File: src/verilog/ctrl_isa_pkg.sv
`default_nettype none

package ctrl_isa_pkg;

    //////////////////////////////////////////////////
    // instruction word format
    //////////////////////////////////////////////////

    typedef logic [5:0] opcode_t;

    // alu function in opcode bits 3..1
    typedef logic [2:0] alu_fn_t;

    // set when an immediate word follows the opcode
    localparam int two_word_bit = 0;

    // class field in opcode bits 5..4
    typedef enum logic [1:0] {
        class_alu   = 2'b00,
        class_load  = 2'b01,
        class_store = 2'b10,
        class_io    = 2'b11
    } instr_class_t;

    //////////////////////////////////////////////////
    // per-stage operation kinds
    //////////////////////////////////////////////////

    typedef enum logic [1:0] {
        mem_alu   = 2'b00,
        mem_load  = 2'b01,
        mem_store = 2'b10,
        mem_io    = 2'b11
    } mem_kind_t;

    typedef enum logic [1:0] {
        wb_reg   = 2'b00,
        wb_mem   = 2'b01,
        wb_flags = 2'b10
    } wb_kind_t;

    function automatic instr_class_t opcode_class(opcode_t op);
        return instr_class_t'(op[5:4]);
    endfunction

    function automatic alu_fn_t opcode_alu_fn(opcode_t op);
        return op[3:1];
    endfunction

    // class to memory stage work
    function automatic mem_kind_t mem_kind_of(instr_class_t cls);
        case (cls)
            class_load:  return mem_load;
            class_store: return mem_store;
            class_io:    return mem_io;
            default:     return mem_alu;
        endcase
    endfunction

    // class to writeback target
    function automatic wb_kind_t wb_kind_of(instr_class_t cls);
        case (cls)
            class_store: return wb_mem;
            class_io:    return wb_flags;
            default:     return wb_reg;
        endcase
    endfunction

endpackage

`default_nettype wire

File: src/verilog/ctrl_signals_pkg.sv
`default_nettype none

package ctrl_signals_pkg;

    import ctrl_isa_pkg::*;

    //////////////////////////////////////////////////
    // control strobes grouped by stage
    //////////////////////////////////////////////////

    // 7 bits for the fetch/decode stage
    typedef struct packed {
        logic    i_req;
        logic    ir_load;
        logic    imm_load;
        logic    pc_inc;
        // valid in the decode cycle only
        alu_fn_t alu_fn;
    } fetch_ctrl_t;

    // 4 bits for the memory/io stage
    typedef struct packed {
        logic d_req;
        logic mar_load;
        logic mdr_load;
        // io handshake level
        logic hs_out;
    } mem_ctrl_t;

    // 3 bits for the writeback stage
    typedef struct packed {
        logic reg_we;
        logic mem_we;
        logic flags_we;
    } wb_ctrl_t;

    //////////////////////////////////////////////////
    // issue records between stages
    //////////////////////////////////////////////////

    // 5 bit record from fetch to memory stage
    typedef struct packed {
        logic      valid;
        mem_kind_t mem_kind;
        wb_kind_t  wb_kind;
    } mem_issue_t;

    // 3 bit record from memory to writeback stage
    typedef struct packed {
        logic     valid;
        wb_kind_t wb_kind;
    } wb_issue_t;

endpackage

`default_nettype wire

File: src/verilog/fetch_sequencer.sv
`default_nettype none

module fetch_sequencer
    import ctrl_isa_pkg::*;
    import ctrl_signals_pkg::*;
(
    input  wire logic    clk,
    input  wire logic    rst,
    input  wire opcode_t opcode,
    input  wire logic    i_odv,
    input  wire logic    mem_ready,
    output fetch_ctrl_t  fetch_ctrl,
    output mem_issue_t   mem_issue
);

    typedef enum logic [2:0] {
        st_idle,
        st_fetch,
        st_decode,
        st_imm_fetch,
        st_imm_load,
        st_issue
    } state_t;

    state_t       state;
    state_t       state_next;
    instr_class_t class_q;

    always_ff @(posedge clk)
    begin
        if (rst)
        begin
            state <= st_idle;
        end
        else
        begin
            state <= state_next;
        end
    end

    // opcode is only looked at in decode
    always_ff @(posedge clk)
    begin
        if (state == st_decode)
        begin
            class_q <= opcode_class(opcode);
        end
    end

    //////////////////////////////////////////////////
    // next state
    //////////////////////////////////////////////////

    always_comb
    begin
        state_next = state;
        case (state)
            st_idle:
                state_next = st_fetch;
            st_fetch:
                if (i_odv)
                begin
                    state_next = st_decode;
                end
            st_decode:
                if (opcode[two_word_bit])
                begin
                    state_next = st_imm_fetch;
                end
                else
                begin
                    state_next = st_issue;
                end
            st_imm_fetch:
                if (i_odv)
                begin
                    state_next = st_imm_load;
                end
            st_imm_load:
                state_next = st_issue;
            st_issue:
                // back-pressure holds us here
                if (mem_ready)
                begin
                    state_next = st_fetch;
                end
            default:
                state_next = st_idle;
        endcase
    end

    //////////////////////////////////////////////////
    // strobes and issue record
    //////////////////////////////////////////////////

    always_comb
    begin
        fetch_ctrl = '0;
        mem_issue  = '0;
        case (state)
            st_fetch, st_imm_fetch:
                fetch_ctrl.i_req = 1'b1;
            st_decode:
            begin
                fetch_ctrl.ir_load = 1'b1;
                fetch_ctrl.pc_inc  = 1'b1;
                fetch_ctrl.alu_fn  = opcode_alu_fn(opcode);
            end
            st_imm_load:
            begin
                fetch_ctrl.imm_load = 1'b1;
                fetch_ctrl.pc_inc   = 1'b1;
            end
            st_issue:
                mem_issue.valid = mem_ready;
            default:
                fetch_ctrl = '0;
        endcase
        mem_issue.mem_kind = mem_kind_of(class_q);
        mem_issue.wb_kind  = wb_kind_of(class_q);
    end

    // issue goes only into an idle memory stage that takes it at once
    a_issue_handshake: assert property (@(posedge clk) disable iff (rst)
        mem_issue.valid |-> mem_ready ##1 !mem_ready);

endmodule

`default_nettype wire

File: src/verilog/mem_sequencer.sv
`default_nettype none

module mem_sequencer
    import ctrl_isa_pkg::*;
    import ctrl_signals_pkg::*;
(
    input  wire logic       clk,
    input  wire logic       rst,
    input  wire mem_issue_t mem_issue,
    input  wire logic       port_free,
    input  wire logic       d_odv,
    input  wire logic       hs_in,
    input  wire logic       wb_ready,
    output mem_ctrl_t       mem_ctrl,
    output logic            mem_ready,
    output wb_issue_t       wb_issue
);

    typedef enum logic [2:0] {
        st_idle,
        st_alu,
        st_store,
        st_load_addr,
        st_load_data,
        st_io_raise,
        st_io_drop,
        st_handoff
    } state_t;

    state_t   state;
    state_t   state_next;
    wb_kind_t wb_kind_q;

    always_ff @(posedge clk)
    begin
        if (rst)
        begin
            state <= st_idle;
        end
        else
        begin
            state <= state_next;
        end
    end

    // writeback kind rides along until handoff
    always_ff @(posedge clk)
    begin
        if (state == st_idle && mem_issue.valid)
        begin
            wb_kind_q <= mem_issue.wb_kind;
        end
    end

    //////////////////////////////////////////////////
    // next state
    //////////////////////////////////////////////////

    always_comb
    begin
        state_next = state;
        case (state)
            st_idle:
                if (mem_issue.valid)
                begin
                    case (mem_issue.mem_kind)
                        mem_load:  state_next = st_load_addr;
                        mem_store: state_next = st_store;
                        mem_io:    state_next = st_io_raise;
                        default:   state_next = st_alu;
                    endcase
                end
            st_alu, st_store:
                state_next = st_handoff;
            st_load_addr:
                // writeback may still own the data port
                if (port_free)
                begin
                    state_next = st_load_data;
                end
            st_load_data:
                if (d_odv)
                begin
                    state_next = st_handoff;
                end
            st_io_raise:
                if (hs_in)
                begin
                    state_next = st_io_drop;
                end
            st_io_drop:
                if (!hs_in)
                begin
                    state_next = st_handoff;
                end
            st_handoff:
                if (wb_ready)
                begin
                    state_next = st_idle;
                end
            default:
                state_next = st_idle;
        endcase
    end

    //////////////////////////////////////////////////
    // strobes
    //////////////////////////////////////////////////

    always_comb
    begin
        mem_ctrl          = '0;
        mem_ctrl.mar_load = (state == st_store) || (state == st_load_addr);
        mem_ctrl.d_req    = (state == st_load_data);
        mem_ctrl.mdr_load = (state == st_load_data) && d_odv;
        mem_ctrl.hs_out   = (state == st_io_raise);
    end

    assign mem_ready        = (state == st_idle);
    assign wb_issue.valid   = (state == st_handoff) && wb_ready;
    assign wb_issue.wb_kind = wb_kind_q;

    // load and io phases never overlap
    a_port_exclusive: assert property (@(posedge clk) disable iff (rst)
        !(mem_ctrl.hs_out && mem_ctrl.d_req));

    // a load read starts only on a port the writeback stage has released
    a_load_port_free: assert property (@(posedge clk) disable iff (rst)
        $rose(mem_ctrl.d_req) |-> port_free);

endmodule

`default_nettype wire

File: src/verilog/writeback_sequencer.sv
`default_nettype none

module writeback_sequencer
    import ctrl_isa_pkg::*;
    import ctrl_signals_pkg::*;
(
    input  wire logic      clk,
    input  wire logic      rst,
    input  wire wb_issue_t wb_issue,
    input  wire logic      d_odv,
    output wb_ctrl_t       wb_ctrl,
    output logic           wb_ready,
    output logic           port_free
);

    typedef enum logic [1:0] {
        st_idle,
        st_reg,
        st_mem,
        st_flags
    } state_t;

    state_t state;
    state_t state_next;

    always_ff @(posedge clk)
    begin
        if (rst)
        begin
            state <= st_idle;
        end
        else
        begin
            state <= state_next;
        end
    end

    always_comb
    begin
        state_next = state;
        case (state)
            st_idle:
                if (wb_issue.valid)
                begin
                    case (wb_issue.wb_kind)
                        wb_mem:   state_next = st_mem;
                        wb_flags: state_next = st_flags;
                        default:  state_next = st_reg;
                    endcase
                end
            st_mem:
                // memory write holds until the data side answers
                if (d_odv)
                begin
                    state_next = st_idle;
                end
            default:
                state_next = st_idle;
        endcase
    end

    assign wb_ctrl.reg_we   = (state == st_reg);
    assign wb_ctrl.mem_we   = (state == st_mem);
    assign wb_ctrl.flags_we = (state == st_flags);
    assign wb_ready         = (state == st_idle);
    assign port_free        = (state != st_mem);

    a_one_target: assert property (@(posedge clk) disable iff (rst)
        $onehot0({wb_ctrl.reg_we, wb_ctrl.mem_we, wb_ctrl.flags_we}));

    // memory stage hands off only into an idle writeback stage
    a_issue_when_ready: assert property (@(posedge clk) disable iff (rst)
        wb_issue.valid |-> wb_ready ##1 !wb_issue.valid);

endmodule

`default_nettype wire

File: src/verilog/pipe_controller.sv
`default_nettype none

module pipe_controller
    import ctrl_isa_pkg::*;
    import ctrl_signals_pkg::*;
(
    input  wire logic    clk,
    input  wire logic    rst,
    input  wire opcode_t opcode,
    input  wire logic    i_odv,
    input  wire logic    d_odv,
    input  wire logic    hs_in,
    output fetch_ctrl_t  fetch_ctrl,
    output mem_ctrl_t    mem_ctrl,
    output wb_ctrl_t     wb_ctrl
);

    //////////////////////////////////////////////////
    // stage to stage links
    //////////////////////////////////////////////////

    mem_issue_t mem_issue;
    logic       mem_ready;
    wb_issue_t  wb_issue;
    logic       wb_ready;
    // low while a memory write waits for d_odv
    logic       port_free;

    fetch_sequencer u_fetch (
        .clk        (clk),
        .rst        (rst),
        .opcode     (opcode),
        .i_odv      (i_odv),
        .mem_ready  (mem_ready),
        .fetch_ctrl (fetch_ctrl),
        .mem_issue  (mem_issue)
    );

    mem_sequencer u_mem (
        .clk       (clk),
        .rst       (rst),
        .mem_issue (mem_issue),
        .port_free (port_free),
        .d_odv     (d_odv),
        .hs_in     (hs_in),
        .wb_ready  (wb_ready),
        .mem_ctrl  (mem_ctrl),
        .mem_ready (mem_ready),
        .wb_issue  (wb_issue)
    );

    writeback_sequencer u_wb (
        .clk       (clk),
        .rst       (rst),
        .wb_issue  (wb_issue),
        .d_odv     (d_odv),
        .wb_ctrl   (wb_ctrl),
        .wb_ready  (wb_ready),
        .port_free (port_free)
    );

endmodule

`default_nettype wire

File: config.mk
export PLATFORM = sky130hd
export DESIGN_NAME = pipe_controller
export DESIGN_NICKNAME = d
export VERILOG_FILES = /design/src/verilog/ctrl_isa_pkg.sv /design/src/verilog/ctrl_signals_pkg.sv /design/src/verilog/fetch_sequencer.sv /design/src/verilog/mem_sequencer.sv /design/src/verilog/writeback_sequencer.sv /design/src/verilog/pipe_controller.sv
export SDC_FILE = /design/constraint.sdc
export NUM_CORES = 1
export LEC_CHECK = 0
export BUFFER_PORTS_ARGS = -buffer_cell sky130_fd_sc_hd__buf_2
export CORE_AREA = 5 5 50 52
export DETAILED_ROUTE_END_ITERATION = 10
export DIE_AREA = 0 0 55 57
export PLACE_DENSITY = 0.74
export SETUP_SLACK_MARGIN = 0.1
export SLEW_MARGIN = 20
export SYNTH_ARGS = -nofsm -noshare
export SYNTH_HDL_FRONTEND = slang
export SYNTH_SLANG_ARGS = --single-unit
File: constraint.sdc
create_clock -name clk -period 2.2 [get_ports clk]
set_clock_uncertainty 0.1 [all_clocks]
set_input_delay 0.44 -clock clk [delete_from_list [all_inputs] [get_ports clk]]
set_output_delay 0.44 -clock clk [all_outputs]
set_load 0.01 [all_outputs]
==> reports/qor.txt <==
Worst Slack Setup Final - 352.9 ps
Met3 global-route usage - 5.483%
Port-buffer cells - 24
Yosys top cell area share - 21.23%
Result of the run - complete, no violations
Worst reg2reg endpoint - u_mem.state[0]$_SDFFE_PP0P_
Via count of the first global-routing pass - 649
Total of flip-flops plus latches after synthesis - 12
Clock root cell - sky130_fd_sc_hd__clkbuf_4
Vias after detailed routing - 664
Ratio of total power to cell area - 798.2 nW/um2
Iteration-0 DRC count of the detailed router - 6
Antenna cell count - 0
CTS H-tree depth - 1
Max-slew violation count - 0
Chip Width - 55 um
RSZ-0062 raised after global routing - false
Slowest stage delay, CP - 480 ps
Slew @ Worst Pin - 415.7 ps
Slowest cell on the critical path - sky130_fd_sc_hd__dfxtp_2
Cells after Synth - 84
Maximum clock insertion buffer count - 2
Mean area per synthesized cell - 8.982 um2
Final estimated routing congestion in global placement - 0.7904
# placed instances - 131
Crit path launch type - flop
Synthesis warning total - 0
Met1 layer usage reported by global route - 13.82%
Wire per inst - 10.81 um
Max cap viols - 0
Reg2Reg Setup Slack - 430 ps
Fraction of layout cells with a size suffix above 1 - 28.97%
Stages on worst setup path - 4
Worst hold start - opcode[5]
Layout-stage area growth over the synthesis result - 20.23%
Slew Limit Headroom - 72.03%
Min cycle time layout - 1847 ps
WHS Path Cells - 1
Share of async-settable or async-resettable flops after synthesis - 0%
Initial Utilization - 36.57%
Number of antenna violations at the first check in global routing - 0
Reg2Reg Launch Point - u_mem.state[0]$_SDFFE_PP0P_
Post-CTS clock slew at the launch and capture registers of the worst setup and hold paths - 70 ps
Post-route ant nets - 0
Half-perimeter wire length of the detailed placement result - 1145 um
I/O pin total - 25
TritonRoute pass-1 iters - 4
Sink Count - 12
Count of cell types in the netlist - 35
Number of enable flip-flop cells after synthesis - 4
Number of CTS-inserted buffers - 3
Area leader, netlist - sky130_fd_sc_hd__dfxtp_1
Endpoints failing hold - 0
Vias per inst - 4.919
Area enclosed by the die boundary - 3135 um2
Sum of negative setup slack - 0 ps
Sequential cell area fraction in the yosys report - 37.15%
Cell breakdown of the critical path - inv_1 > nor3_1 > and2_1 > buf_2
Number of buffers inserted to repair setup after CTS - 0
Final setup fails - 0
CP Buf/Inv Count - 2
Highest clock rate - 541.4 MHz
Required time reported for the critical path endpoint - 1660 ps
Category of the critical setup timing path - reg2out
Clk_lat worst skew - 270 ps
Share of the clock period used by the worst path - 83.96%
Pin count of the biggest net entering global routing - 17
Ranking of synthesized cells by area - sky130_fd_sc_hd__dfxtp_1 21%, sky130_fd_sc_hd__edfxtp_1 16%, sky130_fd_sc_hd__ha_1 6.6%
Top cells by instance count after synthesis - 8 x sky130_fd_sc_hd__dfxtp_1, 8 x sky130_fd_sc_hd__nor2_1, 7 x sky130_fd_sc_hd__inv_1
Final-stage net count - 123
Num rows - 17
TritonCTS clock tree - yes
Predominant post-synthesis flop cell - sky130_fd_sc_hd__dfxtp_1
VDD IR-drop max - 394.3 uV
Die height - 57 um
Critical-path maximum fanout - 16
Busiest layer in global routing - met2
Met2 usage - 17.40%
Kind of cell adding the most delay to the critical path - flip-flops
Post-Syn Area - 754.5 um2
Worst setup slack before clock tree synthesis - 447.3 ps
Global-route wire length before repair - 2559 um
Global routing usage summed across all routing layers - 11.13%
Grt ovf - 0
Net count after synthesis - 99
Post-Route WL - 1460 um
WP data arrival - 1310 ps
Count of non-filler cells in the finished layout - 135
Drc violations - 0
Crit path capture type - output pin
Worst hold-check path type - in2reg
Core outline area - 2063 um2
R2r worst-path depth - 4
Hold worst-path end - u_fetch.class_q[1]$_DFFE_PN_
Leakage power figure - 0.4150 nW
## cells in the final DEF, fill, tap and decap left out, types with 2 or more instances in the layout
master | netlist | layout
sky130_fd_sc_hd__a211oi_1 | 4 | 4
sky130_fd_sc_hd__a21oi_1 | 4 | 4
sky130_fd_sc_hd__and2_1 | 4 | 4
sky130_fd_sc_hd__and3_1 | 2 | 2
sky130_fd_sc_hd__buf_2 | 1 | 24
sky130_fd_sc_hd__clkbuf_4 | 0 | 3
sky130_fd_sc_hd__dfxtp_1 | 8 | 7
sky130_fd_sc_hd__edfxtp_1 | 4 | 4
sky130_fd_sc_hd__ha_1 | 4 | 4
sky130_fd_sc_hd__inv_1 | 7 | 7
sky130_fd_sc_hd__mux2i_1 | 2 | 2
sky130_fd_sc_hd__nand2_1 | 3 | 3
sky130_fd_sc_hd__nor2_1 | 8 | 8
sky130_fd_sc_hd__nor2b_1 | 3 | 3
sky130_fd_sc_hd__nor3_1 | 5 | 5
sky130_fd_sc_hd__o21ai_0 | 2 | 2
sky130_fd_sc_hd__o221a_1 | 2 | 2
## stage by stage
stage	total power, W	hold slack [ps]	instance area (um2)	util (%)
after CTS	0.0007284	230.1	900.9	43.66
after global placement	0.0005746	471.7	874.6	42.39
after floorplan	0.0005334	412.4	754.5	-
after global routing	0.0007883	221.3	907.1	43.97
after detailed placement	0.0005844	482.5	874.6	42.39
final	0.0007240	237.6	907.1	43.97
## cell type report
class                   count  area (um2)
inverters                   7       26.28
flip-flops and latches     12       281.5
well taps                  28       35.03
clock buffers               4       26.28
fillers                   221        1156
multi-input cells          60       417.9
repair buffers             24       120.1
## worst register-to-register path: stages, from the launching register on
cell and delay (ps):
sky130_fd_sc_hd__dfxtp_1 570, sky130_fd_sc_hd__and3b_1 230, sky130_fd_sc_hd__a311o_1 370, sky130_fd_sc_hd__a21bo_1 190, sky130_fd_sc_hd__o221a_1 210
## state kept, by name, indices dropped and copies added, names as in the netlist
| signal | flops |
|---|---|
| u_wb.state | 2 |
| u_fetch.class_q | 2 |
| u_fetch.state | 3 |
| u_mem.state | 3 |
| u_mem.wb_kind_q | 2 |
## power breakdown
| part | internal (W) | switching (W) |
|---|---|---|
| combinational | 0.000129 | 0.000111 |
| sequential | 0.000259 | 0.0000821 |
| clock | 0.0000702 | 0.0000729 |
## logic make-up (layout without fill, tap and decap cells)
| group | after synthesis | in the layout | share of synthesized area [%] |
|---|---|---|---|
| adders and majority gates | 4 | 4 | 6.634 |
| buffers and inverters | 12 | 35 | 8.125 |
| AOI/OAI and AO/OA | 16 | 16 | 15.76 |
| and+or+nand+nor | 37 | 37 | 28.52 |
| xor gates and xnor gates | 1 | 1 | 1.161 |
| DFF | 12 | 12 | 37.15 |
| muxes | 2 | 2 | 2.654 |
## what timing repair did
action                                 in CTS  in global routing
hold buffers                                0                  0
endpoints found under the hold margin       0                  0
setup endpoints to repair                   0                  4
resized for setup                           0                  2
## how the worst max path moves through the flow
| stage | to | slack, ps | from |
|---|---|---|---|
| detailed placement | u_mem.state[0]$_SDFFE_PP0P_ | 450 | u_mem.state[0]$_SDFFE_PP0P_ |
| finish | mem_ctrl[1] | 350 | u_mem.state[2]$_SDFFE_PP0P_ |
| CTS | mem_ctrl[1] | 190 | u_mem.state[2]$_SDFFE_PP0P_ |
| global route | mem_ctrl[1] | 200 | u_mem.state[2]$_SDFFE_PP0P_ |
| global placement | mem_ctrl[1] | 500 | u_mem.state[2]$_SDFFE_PP0P_ |
| floorplan | fetch_ctrl[0] | 520 | u_fetch.state[2]$_SDFFE_PP0P_ |
## metal layers
metal / wire length [um] / vias up
li1: - / 345
met1: 651 / 291
met2: 676 / 26
met3: 123 / 2
met4: 9 / 0
met5: 0 / -
(Power assumes the default switching activity.)
